File: src/logic/mem_region_settings.svh
// Memory region sizes and address map
`ifndef MEM_REGION_SETTINGS_SVH
`define MEM_REGION_SETTINGS_SVH

// data RAM size in bytes
`define MEM_RAM_BYTES 4096

// bytes per RAM word, one wide system beat
`define MEM_WORD_BYTES 8

// value of addr[31:20] that selects the local RAM
`define MEM_LOCAL_REGION 12'h001

`endif
File: src/logic/mem_region_pkg.sv
// Memory region types
`default_nettype none

`include "mem_region_settings.svh"

package mem_region_pkg;

  // one RAM word, seen either as bytes or as two 32-bit lanes
  typedef union packed {
    logic [`MEM_WORD_BYTES-1:0][7:0]   bytes;
    logic [`MEM_WORD_BYTES/4-1:0][31:0] lanes;
  } ram_word_u;

  // word index into the data RAM
  typedef logic [$clog2(`MEM_RAM_BYTES / `MEM_WORD_BYTES)-1:0] ram_addr_t;

  // byte enables of a full RAM word
  typedef logic [`MEM_WORD_BYTES-1:0] ram_be_t;

  // byte enables of a 32-bit load/store word
  typedef logic [3:0] lsu_be_t;

endpackage

`default_nettype wire

File: src/logic/lsu_router.sv
// Load/store request router
`timescale 1ns/1ps
`default_nettype none

`include "mem_region_settings.svh"

module lsu_router (
  input  logic                     clk,
  input  logic                     rst_n,

  // load/store port
  input  logic                     lsu_req_i,
  input  logic [31:0]              lsu_addr_i,
  input  logic                     lsu_we_i,
  input  mem_region_pkg::lsu_be_t  lsu_be_i,
  input  logic [31:0]              lsu_wdata_i,
  output logic                     lsu_gnt_o,
  output logic                     lsu_rvalid_o,
  output logic [31:0]              lsu_rdata_o,

  // external data port
  output logic                     ext_req_o,
  output logic [31:0]              ext_addr_o,
  output logic                     ext_we_o,
  output mem_region_pkg::lsu_be_t  ext_be_o,
  output logic [31:0]              ext_wdata_o,
  input  logic                     ext_gnt_i,
  input  logic                     ext_rvalid_i,
  input  logic [31:0]              ext_rdata_i,

  // local RAM side
  output logic                     loc_req_o,
  output logic [31:0]              loc_addr_o,
  output logic                     loc_we_o,
  output mem_region_pkg::lsu_be_t  loc_be_o,
  output logic [31:0]              loc_wdata_o,
  input  logic                     loc_gnt_i,
  input  logic                     loc_rvalid_i,
  input  logic [31:0]              loc_rdata_i
);

  logic is_local;
  logic resp_ext_q;
  logic resp_ext_d;

  // window decode on the upper twelve address bits
  assign is_local = (lsu_addr_i[31:20] == `MEM_LOCAL_REGION);

  assign loc_req_o = lsu_req_i & is_local;
  assign ext_req_o = lsu_req_i & ~is_local;

  // payload goes to both sides, only one of them sees req
  assign loc_addr_o  = lsu_addr_i;
  assign loc_we_o    = lsu_we_i;
  assign loc_be_o    = lsu_be_i;
  assign loc_wdata_o = lsu_wdata_i;

  assign ext_addr_o  = lsu_addr_i;
  assign ext_we_o    = lsu_we_i;
  assign ext_be_o    = lsu_be_i;
  assign ext_wdata_o = lsu_wdata_i;

  // grant comes from the selected side, remember it for the response
  always_comb
  begin
    lsu_gnt_o  = 1'b0;
    resp_ext_d = resp_ext_q;

    if (ext_req_o)
    begin
      lsu_gnt_o = ext_gnt_i;
      if (ext_gnt_i)
        resp_ext_d = 1'b1;
    end
    else if (loc_req_o)
    begin
      lsu_gnt_o = loc_gnt_i;
      if (loc_gnt_i)
        resp_ext_d = 1'b0;
    end
  end

  always_ff @(posedge clk or negedge rst_n)
  begin
    if (!rst_n)
      resp_ext_q <= 1'b0;
    else
      resp_ext_q <= resp_ext_d;
  end

  // at most one side answers in a given cycle
  assign lsu_rvalid_o = ext_rvalid_i | loc_rvalid_i;
  assign lsu_rdata_o  = resp_ext_q ? ext_rdata_i : loc_rdata_i;

endmodule

`default_nettype wire

File: config.mk
export PLATFORM = sky130hd
export DESIGN_NAME = lsu_router
export DESIGN_NICKNAME = d
export VERILOG_FILES = /design/src/logic/mem_region_pkg.sv /design/src/logic/lsu_router.sv
export VERILOG_INCLUDE_DIRS = /design/src /design/src/logic
export SDC_FILE = /design/constraint.sdc
export NUM_CORES = 1
export LEC_CHECK = 0
export ABC_AREA = 1
export BUFFER_PORTS_ARGS = -buffer_cell sky130_fd_sc_hd__buf_2
export CORE_AREA = 2 2 121 123
export DETAILED_ROUTE_END_ITERATION = 8
export DIE_AREA = 0 0 123 125
export PLACE_DENSITY = 0.49
export SYNTH_ARGS = -nofsm -noshare
export SYNTH_HDL_FRONTEND = slang
export SYNTH_SLANG_ARGS = --single-unit
File: constraint.sdc
create_clock -name clk -period 1.6 [get_ports clk]
set_input_delay 0.16 -clock clk [delete_from_list [all_inputs] [get_ports clk]]
set_output_delay 0.16 -clock clk [all_outputs]
set_load 0.05 [all_outputs]
==> out/qor.yml <==
die_w_um: 123
vias: 1066
stdcell_area_um2: 1588
synth_area_um2: 1690
gp_congestion: 0.6678
wire_per_inst_um: 10.49
grt.busiest_layer: "met2"
crit_path_end_kind: "output port"
crit_path_max_fanout: 10
ios: 314
status: "finished clean"
worst_pin_slew_ns: 0.2765
p_leak_nw: 0.9447
synth_area_per_cell_um2: 8.624
ir_worst_vdd_v: 0.00009695
gr-usage-met1: 0.04737
regMostFlops: "resp_ext_q"
area_delta_synth_final_pct: -6.070
cp_data_arrival_time_ns: 1.26
min_period_ns: 1.424
crit_required_ns: 1.44
cts_setup_buffers: 0
finalWirelength_um: 4060
fillers: 1667
setup_viol: 0
layout-drive-gt1-share: 0.8960
syn_nets: 336
port_buffers: 142
reg2reg_from: "resp_ext_q"
path_clk_slew_ns: 0
multi_input_area_um2: 550.5
post-route-period-util: 0.8901
die_area_um2: 15380
placed_area_um2: 1575
antenna_left: 0
antenna_found_initial: 1
p_switching_uw: 372.3
p_seq_frac: 0.044
drv_cap: 0
grt_pass1_wl_um: 5313
p_total_uw: 579.7
intPower_uw: 207.5
met2_usage: 0.06955
drt_iter0_markers: 20
dp_hpwl_um: 3690
hold_end: "ext_addr_o[7]"
vias_per_cell: 2.755
whs_path_depth: 0
rr_endpoint: "resp_ext_q"
synthTopCellsByArea: "buf_4, mux2_4, buf_12"
finalHoldViolCount: 0
fin_nets: 344
grt_start_max_net_pins: 20
initial_core_util: 0.1190
firstDrtPassIters: 2
comb_power_share: 0.956
die_height_um: 125
core-area_um2: 14200
final_cell_mix: "buf_2, mux2_4, nor2_1"
min_path_type: "in -> out"
powerDensity_nw_per_um2: 365.1
yosys.area.top_type: "buf_4"
cp-start-kind: "register"
reg.largest.list: "resp_ext_q (1)"
max_freq_mhz: 702.1
drcViolationCount: 0
grt_usage: 0.04346
crit_type: "reg -> out"
clk_latency_ns: 0
final_max_slew_viol_count: 0
slew_headroom: 0.8169
synth_top_area_share: 0.6129
setup_tns_ns: 0
ff_latch_area_um2: 26.28
largest_reg_flops: 1
ys_ff_latch: 1
rsz0062_at_grt: "no"
rrSetupSlack_ns: 0.63
clock_skew_ns: 0
final_common_cell: "buf_2"
grt-ovfl-total: 0
r2r_cells: 3
p_sw_frac: 0.6421
utilization: 0.1118
pwr-share-clk: 0
use_met3: 0.02327
ys_seq_area_frac: 0.01480
yosysUniqueCellTypes: 14
syn_inst: 196
worst_hold_startpoint: "lsu_addr_i[7]"
fp-row-count: 44
yosys_warnings: 0
grt_pass1_vias: 1045
[power groups by stage]
stage          combinational [mW]   clock, mW  sequential (mW)
2_1_floorplan                1.17           0           0.0258
3_3_place_gp                0.556           0           0.0258
3_5_place_dp                0.557           0           0.0258
4_1_cts                     0.559           0           0.0258
5_1_grt                     0.581           0           0.0258
6_report                    0.554  0.00000170           0.0257
[worst max path at each step]
| stage | end | slack [ns] | start |
|---|---|---|---|
| global route | lsu_rdata_o[13] | 0.12 | resp_ext_q |
| CTS | lsu_rdata_o[13] | 0.17 | resp_ext_q |
| floorplan | loc_req_o | 0.26 | lsu_addr_i[27] |
| global placement | lsu_rdata_o[14] | 0.19 | resp_ext_q |
| detailed placement | lsu_rdata_o[13] | 0.17 | resp_ext_q |
| finish | lsu_rdata_o[13] | 0.18 | resp_ext_q |
[per-stage QoR]
stage / std cells / hold slack, ns / setup WS, ns
after floorplan: 196 / -0.1356 / 0.2644
after global placement: 385 / -0.05129 / 0.1932
after detailed placement: 385 / -0.05415 / 0.1718
after CTS: 386 / 0.3205 / 0.1714
after global routing: 386 / 0.3201 / 0.1189
final: 387 / 0.3200 / 0.1758
[cells in the mapped netlist]
cell type,n
a21oi_1,1
and2_1,1
buf_12,3
buf_4,138
buf_6,1
dfrtp_1,1
inv_1,2
mux2_2,3
mux2_4,29
nand2_1,6
nand3_1,1
nand4_1,1
nor2_1,8
or2_2,1
[layout make-up]
cell class / count / area share
diodes: 1 / 0.001576
flip-flops and latches: 1 / 0.01655
well taps: 184 / 0.1450
inverters: 2 / 0.004728
multi-input cells: 51 / 0.3467
repair buffers: 148 / 0.4854
[metal layers]
metal,wire (um),share of wire
met1,1508,0.37
met4,124,0.031
met3,667,0.16
met5,0,0
met2,1760,0.43
[critical path, stage by stage (launching register included)]
cell,delay [ns]
dfrtp_2,0.46
buf_4,0.26
mux2_4,0.32
buf_2,0.21
[logic make-up after synthesis]
family,synth area share
AO/OA/AOI/OAI,0.002958
buffers and inverters,0.6595
flip-flops,0.01480
multiplexers,0.2776
AND/OR/NAND/NOR,0.04516
[what timing repair did]
action	4_1_cts	5_1_grt
hold endpoints to repair	1	0
hold buffers	1	0
gates resized for setup	0	0
Note: power is estimated with default switching activity, not from simulation.
