[config.mk]
export PLATFORM = sky130hd
export DESIGN_NAME = ram_port_mux
export DESIGN_NICKNAME = d
export VERILOG_FILES = /design/src/logic/mem_region_pkg.sv /design/src/logic/ram_port_mux.sv
export VERILOG_INCLUDE_DIRS = /design/src /design/src/logic
export SDC_FILE = /design/constraint.sdc
export NUM_CORES = 1
export LEC_CHECK = 0
export BUFFER_PORTS_ARGS = -buffer_cell sky130_fd_sc_hd__buf_2
export CAP_MARGIN = 30
export CORE_AREA = 3 3 155 157
export CTS_CLUSTER_SIZE = 8
export DETAILED_ROUTE_END_ITERATION = 8
export DIE_AREA = 0 0 158 160
export PLACE_DENSITY_LB_ADDON = 0.12
export SYNTH_ARGS = -nofsm -noshare
export SYNTH_HDL_FRONTEND = slang
export SYNTH_SLANG_ARGS = --single-unit
export TNS_END_PERCENT = 1
[constraint.sdc]
create_clock -name clk -period 1.1 [get_ports clk]
set_clock_uncertainty 0.05 [all_clocks]
set_input_delay 0.055 -clock clk [delete_from_list [all_inputs] [get_ports clk]]
set_output_delay 0.055 -clock clk [all_outputs]
set_load 0.005 [all_outputs]
[src/logic/mem_region_settings.svh]
// Memory region sizes and address map
`ifndef MEM_REGION_SETTINGS_SVH
`define MEM_REGION_SETTINGS_SVH

// data RAM size in bytes
`define MEM_RAM_BYTES 4096

// bytes per RAM word, one wide system beat
`define MEM_WORD_BYTES 8

// value of addr[31:20] that selects the local RAM
`define MEM_LOCAL_REGION 12'h001

`endif
[src/logic/mem_region_pkg.sv]
// Memory region types
`default_nettype none

`include "mem_region_settings.svh"

package mem_region_pkg;

  // one RAM word, seen either as bytes or as two 32-bit lanes
  typedef union packed {
    logic [`MEM_WORD_BYTES-1:0][7:0]   bytes;
    logic [`MEM_WORD_BYTES/4-1:0][31:0] lanes;
  } ram_word_u;

  // word index into the data RAM
  typedef logic [$clog2(`MEM_RAM_BYTES / `MEM_WORD_BYTES)-1:0] ram_addr_t;

  // byte enables of a full RAM word
  typedef logic [`MEM_WORD_BYTES-1:0] ram_be_t;

  // byte enables of a 32-bit load/store word
  typedef logic [3:0] lsu_be_t;

endpackage

`default_nettype wire

[src/logic/ram_port_mux.sv]
// Data RAM port multiplexer
`timescale 1ns/1ps
`default_nettype none

`include "mem_region_settings.svh"

module ram_port_mux (
  input  logic                       clk,
  input  logic                       rst_n,

  // wide system port, always served
  input  logic                       sys_req_i,
  input  mem_region_pkg::ram_addr_t  sys_addr_i,
  input  logic                       sys_we_i,
  input  mem_region_pkg::ram_be_t    sys_be_i,
  input  mem_region_pkg::ram_word_u  sys_wdata_i,
  output mem_region_pkg::ram_word_u  sys_rdata_o,

  // local load/store port
  input  logic                       loc_req_i,
  input  logic [31:0]                loc_addr_i,
  input  logic                       loc_we_i,
  input  mem_region_pkg::lsu_be_t    loc_be_i,
  input  logic [31:0]                loc_wdata_i,
  output logic                       loc_gnt_o,
  output logic                       loc_rvalid_o,
  output logic [31:0]                loc_rdata_o,

  // single RAM port
  output logic                       ram_en_o,
  output mem_region_pkg::ram_addr_t  ram_addr_o,
  output logic                       ram_we_o,
  output mem_region_pkg::ram_be_t    ram_be_o,
  output mem_region_pkg::ram_word_u  ram_wdata_o,
  input  mem_region_pkg::ram_word_u  ram_rdata_i
);

  import mem_region_pkg::*;

  localparam int unsigned WORD_OFS = $clog2(`MEM_WORD_BYTES);

  ram_addr_t loc_word_addr;
  logic      loc_lane;
  ram_word_u loc_wdata_word;
  ram_be_t   loc_be_word;
  logic      rvalid_q;
  logic      lane_q;

  // byte address down to a word index
  assign loc_word_addr = loc_addr_i[WORD_OFS +: $bits(ram_addr_t)];

  // addr bit 2 picks the upper 32-bit lane
  assign loc_lane = loc_addr_i[2];

  // store data sits in both lanes, the enables decide which one lands
  always_comb
  begin
    loc_wdata_word.lanes[0] = loc_wdata_i;
    loc_wdata_word.lanes[1] = loc_wdata_i;

    if (loc_lane)
      loc_be_word = {loc_be_i, 4'b0000};
    else
      loc_be_word = {4'b0000, loc_be_i};
  end

  // system port has fixed priority
  assign loc_gnt_o = loc_req_i & ~sys_req_i;

  always_comb
  begin
    ram_en_o = sys_req_i | loc_gnt_o;

    if (sys_req_i)
    begin
      ram_addr_o  = sys_addr_i;
      ram_we_o    = sys_we_i;
      ram_be_o    = sys_be_i;
      ram_wdata_o = sys_wdata_i;
    end
    else
    begin
      ram_addr_o  = loc_word_addr;
      ram_we_o    = loc_we_i;
      ram_be_o    = loc_be_word;
      ram_wdata_o = loc_wdata_word;
    end
  end

  // response one cycle after the grant, lane kept for the read data
  always_ff @(posedge clk or negedge rst_n)
  begin
    if (!rst_n)
    begin
      rvalid_q <= 1'b0;
      lane_q   <= 1'b0;
    end
    else
    begin
      rvalid_q <= loc_gnt_o;
      if (loc_gnt_o)
        lane_q <= loc_lane;
    end
  end

  assign loc_rvalid_o = rvalid_q;
  assign loc_rdata_o  = ram_rdata_i.lanes[lane_q];

  // system reads see the full word
  assign sys_rdata_o = ram_rdata_i;

endmodule

`default_nettype wire

==> flow_metrics.py, run 1 <==
metrics = {
    "layout": {
        "nNetsFinal": 836,
        "drive_gt1_share_pct": 71.1,
        "fin_util_pct": 18.0,
        "area_delta_synth_final_pct": 101,
        "layout.cells.non_filler": 901,
        "final_area_um2": 4070,
    },
    "floorplanning": {
        "ios": 400,
        "dieHeight_um": 160,
        "die_w_um": 158,
        "dieArea_um2": 25300,
        "rows": 55,
        "fp.coreArea_um2": 22600,
        "start_util_pct": 8.95,
    },
    "sta": {
        "relSlewSlack_pct": 83.7,
        "rsz0062_at_grt": "yes",
        "whs_ps": 119,
        "final_period_minus_worst_setup_slack_ps": 1450,
        "fin_crit_sh_pct": 131,
        "max_freq_ghz": 0.692,
        "timing.setup.tns_ps": -10180,
        "setup_ws_ps": -346,
        "slew_viol_final": 0,
        "timing_hold_violations_final": 0,
        "tightest_slew_ps": 243,
        "finalSetupViolCount": 32,
    },
    "logic_synthesis": {
        "ys_seq_area_share_pct": 2.47,
        "synth_top_cell_by_area": "nand2_1",
        "yosysUniqueCellTypes": 17,
        "ys_async_sr_fraction_pct": 100,
        "syn_inst": 302,
        "yosys-top-cells-area": "nand2_1 (24%), buf_4 (24%), mux2_2 (15%), mux2_4 (10%), nand2b_1 (10%)",
        "avgSynthCellArea_um2": 6.71,
        "netlist_area_um2": 2030,
        "syn-num-nets": 521,
        "synth-seq-cells": 2,
        "synth.most_common_cell": "nand2_1",
        "synth_top_flop_cell": "dfrtp_1",
        "synth_warnings": 0,
        "synth_edf_count": 0,
        "synthTopCellsByCount": "nand2_1 (131), buf_4 (64), nand2b_1 (33), mux2_2 (27), mux2_4 (14)",
        "yosysTopAreaCellShare_pct": 24.3,
    },
    "hold_path": {
        "hp-start": "loc_addr_i[2]",
        "min_to": "lane_q",
        "hp-class": "primary input to flop",
        "holdPathStages": 2,
    },
    "grt": {
        "grt_max_degree": 49,
        "grt_pass1_wl_um": 16300,
        "grt_pass1_vias": 3042,
        "antenna_found_initial": 1,
        "grt_use_total_pct": 8.39,
        "grt-ovfl-total": 0,
    },
    "place": {
        "pre_cts_slack_ps": -123,
        "place_area_um2": 3750,
        "dp_cells": 895,
        "portBuffers": 377,
        "dp_hpwl_um": 11100,
        "finalWeightedCongestion": 0.712,
    },
    "clocking": {
        "clk_latency_ps": 220,
        "ctsLongestPathBuffers": 2,
        "root_buffer": "clkbuf_16",
        "path_clk_slew_ps": 30,
        "numCtsBuffers": 3,
        "cts_tree": "done",
        "h-tree-depth": 1,
        "clkSinkCount": 2,
    },
    "power": {
        "p_leak_nw": 2.54,
        "irDropWorstVdd_mv": 0.221,
        "power_mw": 2.57,
        "powerDensity_nw_per_um2": 631,
    },
    "run_status": {
        "violations": "negative setup slack",
        "status": "complete, but fails checks",
    },
    "critical_path": {
        "worst_r2r_endpoint": "lane_q",
        "critical_path_class": "flop to output pin",
        "critPathLaunchType": "flop",
        "end_kind": "output pin",
        "r2r_start": "lane_q",
        "critPathArrivalTime_ps": 1340,
        "cp-startpoint": "lane_q",
        "worstPathMaxFanout": 16,
        "reg2reg_slack_ps": 80,
        "worstPathRequired_ps": 1000,
        "worstRegToRegCells": 2,
    },
    "route": {
        "initialDrtViolationCount": 26,
        "routed_wl_um": 12600,
        "vias": 3061,
        "viasPerCell": 3.40,
        "drtPass1Iterations": 4,
        "drc_errors": 0,
        "post_drt_wl_per_cell_um": 14.0,
        "ant_nets": 0,
    },
    "flow_run": {
        "cap_viol_max_count": 0,
    },
}
-- layout by cell type (no fill, tap or decap), types with 2 or more instances in the layout --
cell type,instances
a22o_1,6
buf_12,3
buf_2,352
buf_4,10
buf_6,24
clkbuf_16,4
mux2_1,2
mux2_2,11
mux2_4,30
nand2_1,131
nand2b_1,33
nor2b_1,2
o21ai_0,2
-- routing by layer --
metal  global-route usage, %  wire length, µm  up-vias
li1                        -                -     1521
met4                    1.06               40        0
met3                    3.55             1640        2
met1                    7.02             3930     1301
met5                       0                0        -
met2                    18.0             7030      237
-- repair_timing --
item,4_1_cts,5_1_grt
resized for setup,7,34
cloned,0,1
hold buffers,1,0
buffers inserted,0,0
endpoints found under the hold margin,2,0
endpoints found under the setup margin,32,32
-- power breakdown --
part           leakage, nW  internal, mW  total [mW]  switching (mW)
clock network       0.0370         0.462       0.543          0.0803
registers           0.0236        0.0827      0.0971          0.0144
logic                 2.48          1.15        1.93           0.781
total                 2.54          1.69        2.57           0.876
-- critical path: stages (launching register included) --
cell and delay, ps:
dfrtp_2 430, clkbuf_16 220, mux2_2 340, buf_2 130
-- area by class of cell --
class | count | area (µm²)
Antenna cell | 1 | 2.50
Clock buffer | 3 | 75.1
Multi-Input combinational cell | 219 | 1380
Fill cell | 2639 | 18600
Sequential cell | 2 | 51.3
Tap cell | 285 | 357
Timing Repair Buffer | 391 | 2200
-- worst max-delay path by stage --
stage,depth (start not counted),end
6_report,3,loc_rdata_o[4]
2_1_floorplan,3,loc_rdata_o[12]
3_5_place_dp,3,loc_rdata_o[27]
4_1_cts,3,loc_rdata_o[27]
5_1_grt,3,loc_rdata_o[11]
3_3_place_gp,3,loc_rdata_o[24]
-- state kept, by name, indices dropped and copies added, names as in the netlist --
name	count
lane_q	1
loc_rvalid_o	1
-- logic make-up after synthesis --
| logic type | after synthesis | share of synthesized area, % |
|---|---|---|
| compound gates | 8 | 3.09 |
| buf+inv | 81 | 32.3 |
| flops | 2 | 2.47 |
| mux | 43 | 26.5 |
| simple gates | 168 | 35.7 |
Note: power is estimated with default switching activity, not from simulation.
==> inputs of run 2 (changes only) <==
BUFFER_PORTS_ARGS = not set   (was -buffer_cell sky130_fd_sc_hd__buf_2)
CORE_AREA = 3 3 156 158   (was 3 3 155 157)
DIE_AREA = 0 0 159 161   (was 0 0 158 160)
DONT_BUFFER_PORTS = 1   (was not set)
clock period = 1.8 ns   (was 1.1 ns; I/O delays follow)
==> run 2 against run 1 <==
The flow finishes with violations (negative hold slack). Highest routed layer unchanged. Count of clock-buffer cells in the layout did not move. Total power down 68%. Via count decreased by 43%.
==> flow_metrics.py, run 2 (synthesis gave the netlist of run 1 again) <==
metrics = {
    "sta": {
        "slew_viol_final": 0,
        "whs_ps": -4.49,
        "fin_crit_sh_pct": 76.9,
        "final_period_minus_worst_setup_slack_ps": 1380,
        "relSlewSlack_pct": 61.8,
        "tightest_slew_ps": 567,
        "timing_hold_violations_final": 1,
        "setup_ws_ps": 415,
        "rsz0062_at_grt": "no",
        "timing.setup.tns_ps": 0,
        "max_freq_ghz": 0.722,
        "finalSetupViolCount": 0,
    },
    "route": {
        "route.met3.wl_um": 1020,
        "post_drt_wl_per_cell_um": 15.0,
        "wl_met1_um": 2360,
        "vias": 1738,
        "drtPass1Iterations": 4,
        "routed_wl_um": 8300,
        "ant_nets": 0,
        "drc_errors": 0,
        "viasPerCell": 3.15,
        "initialDrtViolationCount": 39,
        "wl_met2_um": 4570,
        "top_layer": "met4",
    },
    "critical_path": {
        "critPathArrivalTime_ps": 1240,
        "end_kind": "output pin",
        "worstPathMaxFanout": 17,
        "critPathLaunchType": "flop",
        "path_cells": "buf_4 -> mux2_2",
        "path_depth": 2,
        "cpPeakStageDelay_ps": 430,
        "path_buf_inv": 1,
        "cpMaxStageDelayCell": "mux2_2",
        "critical_path_class": "flop to output pin",
        "worstRegToRegCells": 2,
        "cp_top_family": "multiplexers",
        "worstPathRequired_ps": 1660,
    },
    "place": {
        "portBuffers": 0,
        "pre_cts_slack_ps": 634,
        "dp_cells": 542,
        "finalWeightedCongestion": 0.748,
        "dp_hpwl_um": 7540,
        "place_area_um2": 1790,
    },
    "floorplanning": {
        "dieHeight_um": 161,
        "start_util_pct": 8.71,
        "fp.coreArea_um2": 23300,
        "dieArea_um2": 25600,
        "rows": 56,
        "die_w_um": 159,
        "ios": 400,
    },
    "layout": {
        "drive_gt1_share_pct": 21.1,
        "area_delta_synth_final_pct": -6.54,
        "nNetsFinal": 449,
        "final_area_um2": 1890,
        "most-common-layout-cells": "nand2_1 (131), nand2b_1 (33), mux2_2 (27)",
        "final_common_cell": "nand2_1",
        "layout.cells.non_filler": 552,
    },
    "run_status": {
        "violations": "negative hold slack",
        "status": "complete, but fails checks",
    },
    "power": {
        "powerDensity_nw_per_um2": 430,
        "power_mw": 0.815,
        "p_leak_nw": 0.850,
        "irDropWorstVdd_mv": 0.367,
    },
    "clocking": {
        "clkSinkCount": 2,
        "numCtsBuffers": 3,
        "path_clk_slew_ps": 30,
        "cts_tree": "done",
        "clk_latency_ps": 210,
        "h-tree-depth": 1,
        "cts_resized": 0,
        "root_buffer": "clkbuf_16",
        "ctsLongestPathBuffers": 2,
    },
    "grt": {
        "grt_pass1_wl_um": 10300,
        "grt_max_degree": 121,
        "grt_use_total_pct": 5.28,
        "antenna_found_initial": 5,
        "grt-ovfl-total": 0,
        "grt_pass1_vias": 1713,
    },
    "flow_run": {
        "cap_viol_max_count": 0,
    },
    "hold_path": {
        "hp-class": "primary input to flop",
        "holdPathStages": 1,
    },
}
[run 2: cell count changes in the layout (fill, tap and decap cells not counted), moves of 3 or more]
cell	before	now
buf_12	3	0
buf_2	352	0
buf_4	10	2
buf_6	24	0
diode_2	1	5
mux2_2	11	27
mux2_4	30	14
[run 2: per-layer routing]
layer  vias up  global-route usage [%]
met1       735                    4.25
li1        741                       -
met3        24                    1.62
met5         -                       0
met2       238                    11.1
met4         0                    2.75
[run 2: final cells by class]
cell class,count,area (µm²)
diodes,5,12.5
flip-flops and latches,2,50.0
fillers,2773,21400
repair buffers,4,35.0
well taps,319,399
multi-input cells,219,1320
clock buffers,3,75.1
[run 2: power breakdown]
group          total [mW]  switching, mW  internal (mW)
logic               0.437          0.223          0.215
registers          0.0522        0.00233         0.0498
clock network       0.326         0.0439          0.282
total               0.815          0.269          0.546
[run 2: path summary, 6_finish.rpt]
kind | from | endpoint | slack [ps]
worst max-delay path | lane_q | loc_rdata_o[12] | 420
worst min-delay path | sys_req_i | loc_rvalid_o | -4
worst max register to register | lane_q | lane_q | 770
worst min register to register | lane_q | lane_q | 780
max in group asynchronous | rst_n | lane_q | 1480
min in group asynchronous | rst_n | loc_rvalid_o | 70
[run 2: through the flow]
step                util [%]  hold slack (ps)
finish                  8.14            -4.49
global route            8.13             33.9
CTS                     8.09             34.7
detailed placement      7.68             -255
global placement        7.68             -255
floorplan                  -             -256
[run 2: timing repair]
item | CTS | global route
hold buffers | 2 | 0
setup buffers | 0 | 0
endpoints found under the hold margin | 3 | 0
==> inputs of run 3 (changes only) <==
clock period = 1.4 ns   (was 1.8 ns; I/O delays follow)
==> run 3 against run 2 <==
The run now ends clean. Clock power rose by 29%. Global-route usage barely moved. Sequential share of layout area barely moved. Critical path type unchanged.
==> flow_metrics.py, run 3 (synthesis gave the netlist of run 1 again) <==
metrics = {
    "critical_path": {
        "worstPathRequired_ps": 1280,
        "critPathArrivalTime_ps": 1210,
        "critPathLaunchType": "flop",
        "end_kind": "output pin",
        "critical_path_class": "flop to output pin",
        "worstPathMaxFanout": 33,
        "reg2reg_slack_ps": 390,
    },
    "power": {
        "swShare_pct": 32.7,
        "p_int_mw": 0.710,
        "power.switching_mw": 0.346,
        "pwr-share-seq_pct": 6.5,
        "comb_power_share_pct": 53.9,
        "p_leak_nw": 0.854,
        "power_mw": 1.06,
        "powerDensity_nw_per_um2": 552,
        "clockPowerShare_pct": 39.7,
        "irDropWorstVdd_mv": 0.675,
    },
    "layout": {
        "final_area_um2": 1910,
        "layout.cells.non_filler": 554,
        "most-common-layout-cells": "nand2_1 (131), nand2b_1 (33), mux2_2 (27)",
        "regArea_um2": 50.0,
        "area_delta_synth_final_pct": -5.68,
        "multi_input_area_um2": 1320,
        "nFillCells": 2782,
        "fin_util_pct": 8.22,
        "nNetsFinal": 449,
        "final_common_cell": "nand2_1",
        "drive_gt1_share_pct": 21.1,
    },
    "floorplanning": {
        "dieArea_um2": 25600,
        "die_w_um": 159,
        "ios": 400,
        "rows": 56,
        "fp.coreArea_um2": 23300,
        "start_util_pct": 8.71,
        "dieHeight_um": 161,
    },
    "grt": {
        "grt_max_degree": 121,
        "grt-ovfl-total": 0,
        "grt_pass1_vias": 1673,
        "antenna_found_initial": 6,
        "grt_pass1_wl_um": 10400,
        "grt_use_total_pct": 5.30,
    },
    "clocking": {
        "post-cts-setup-buffers": 0,
        "root_buffer": "clkbuf_16",
        "path_clk_slew_ps": 30,
        "cts_resized": 0,
        "numCtsBuffers": 3,
        "clk_latency_ps": 210,
        "clkSinkCount": 2,
        "ctsLongestPathBuffers": 2,
        "hold_buffers": 2,
        "h-tree-depth": 1,
        "cts_tree": "done",
    },
    "hold_path": {
        "hp-class": "primary input to flop",
    },
    "sta": {
        "tightest_slew_ps": 435,
        "whs_ps": 57.1,
        "fin_crit_sh_pct": 95.1,
        "slew_viol_final": 0,
        "setup_ws_ps": 69.0,
        "timing_hold_violations_final": 0,
        "finalSetupViolCount": 0,
        "final_period_minus_worst_setup_slack_ps": 1330,
        "max_freq_ghz": 0.751,
        "relSlewSlack_pct": 70.7,
        "timing.setup.tns_ps": 0,
        "rsz0062_at_grt": "no",
    },
    "route": {
        "initialDrtViolationCount": 61,
        "ant_nets": 0,
        "drc_errors": 0,
        "vias": 1742,
        "viasPerCell": 3.14,
        "drtPass1Iterations": 4,
        "routed_wl_um": 8280,
        "post_drt_wl_per_cell_um": 15.0,
    },
    "place": {
        "place_area_um2": 1800,
        "portBuffers": 0,
        "finalWeightedCongestion": 0.747,
        "dp_cells": 542,
        "pre_cts_slack_ps": 279,
        "dp_hpwl_um": 7440,
    },
    "run_status": {
        "status": "finished, final reports clean",
    },
    "flow_run": {
        "cap_viol_max_count": 0,
    },
}
-- run 3: cell types whose count changed in the layout (fill, tap and decap cells not counted) --
cell / change
buf_4: -1
diode_2: +2
buf_12: +1
-- run 3: power by group through the flow --
stage | registers [mW] | logic, mW | clock network (mW)
after floorplan | 0.0669 | 0.713 | 0
after global placement | 0.0690 | 0.595 | 0
after detailed placement | 0.0688 | 0.576 | 0
after CTS | 0.0682 | 0.587 | 0.425
after global routing | 0.0688 | 0.620 | 0.439
final | 0.0681 | 0.569 | 0.419
-- run 3: critical path: stages (launching register included) --
cell and delay, ps:
dfrtp_1 350, buf_12 230, mux2_2 410
-- run 3: final cells by class --
type / instances / area share (%)
Tap cell: 319 / 20.9
Clock buffer: 3 / 3.93
Sequential cell: 2 / 2.62
Timing Repair Buffer: 4 / 2.49
Antenna cell: 7 / 0.916
Multi-Input combinational cell: 219 / 69.2
-- run 3: layer usage --
layer | global-route usage [%] | up-vias | part of all wire, %
li1 | - | 747 | -
met1 | 4.32 | 739 | 28
met2 | 11.0 | 234 | 55
met3 | 1.64 | 22 | 12
met4 | 3.02 | 0 | 3.9
met5 | 0 | - | 0
-- run 3: final timing paths --
| kind | from | endpoint | cells after the start |
|---|---|---|---|
| worst max-delay path | lane_q | loc_rdata_o[12] | 2 |
| worst min-delay path | sys_req_i | loc_rvalid_o | 2 |
| worst max register to register | lane_q | lane_q | 2 |
| worst min register to register | lane_q | lane_q | 2 |
| max in group asynchronous | rst_n | lane_q | 1 |
| min in group asynchronous | rst_n | loc_rvalid_o | 1 |
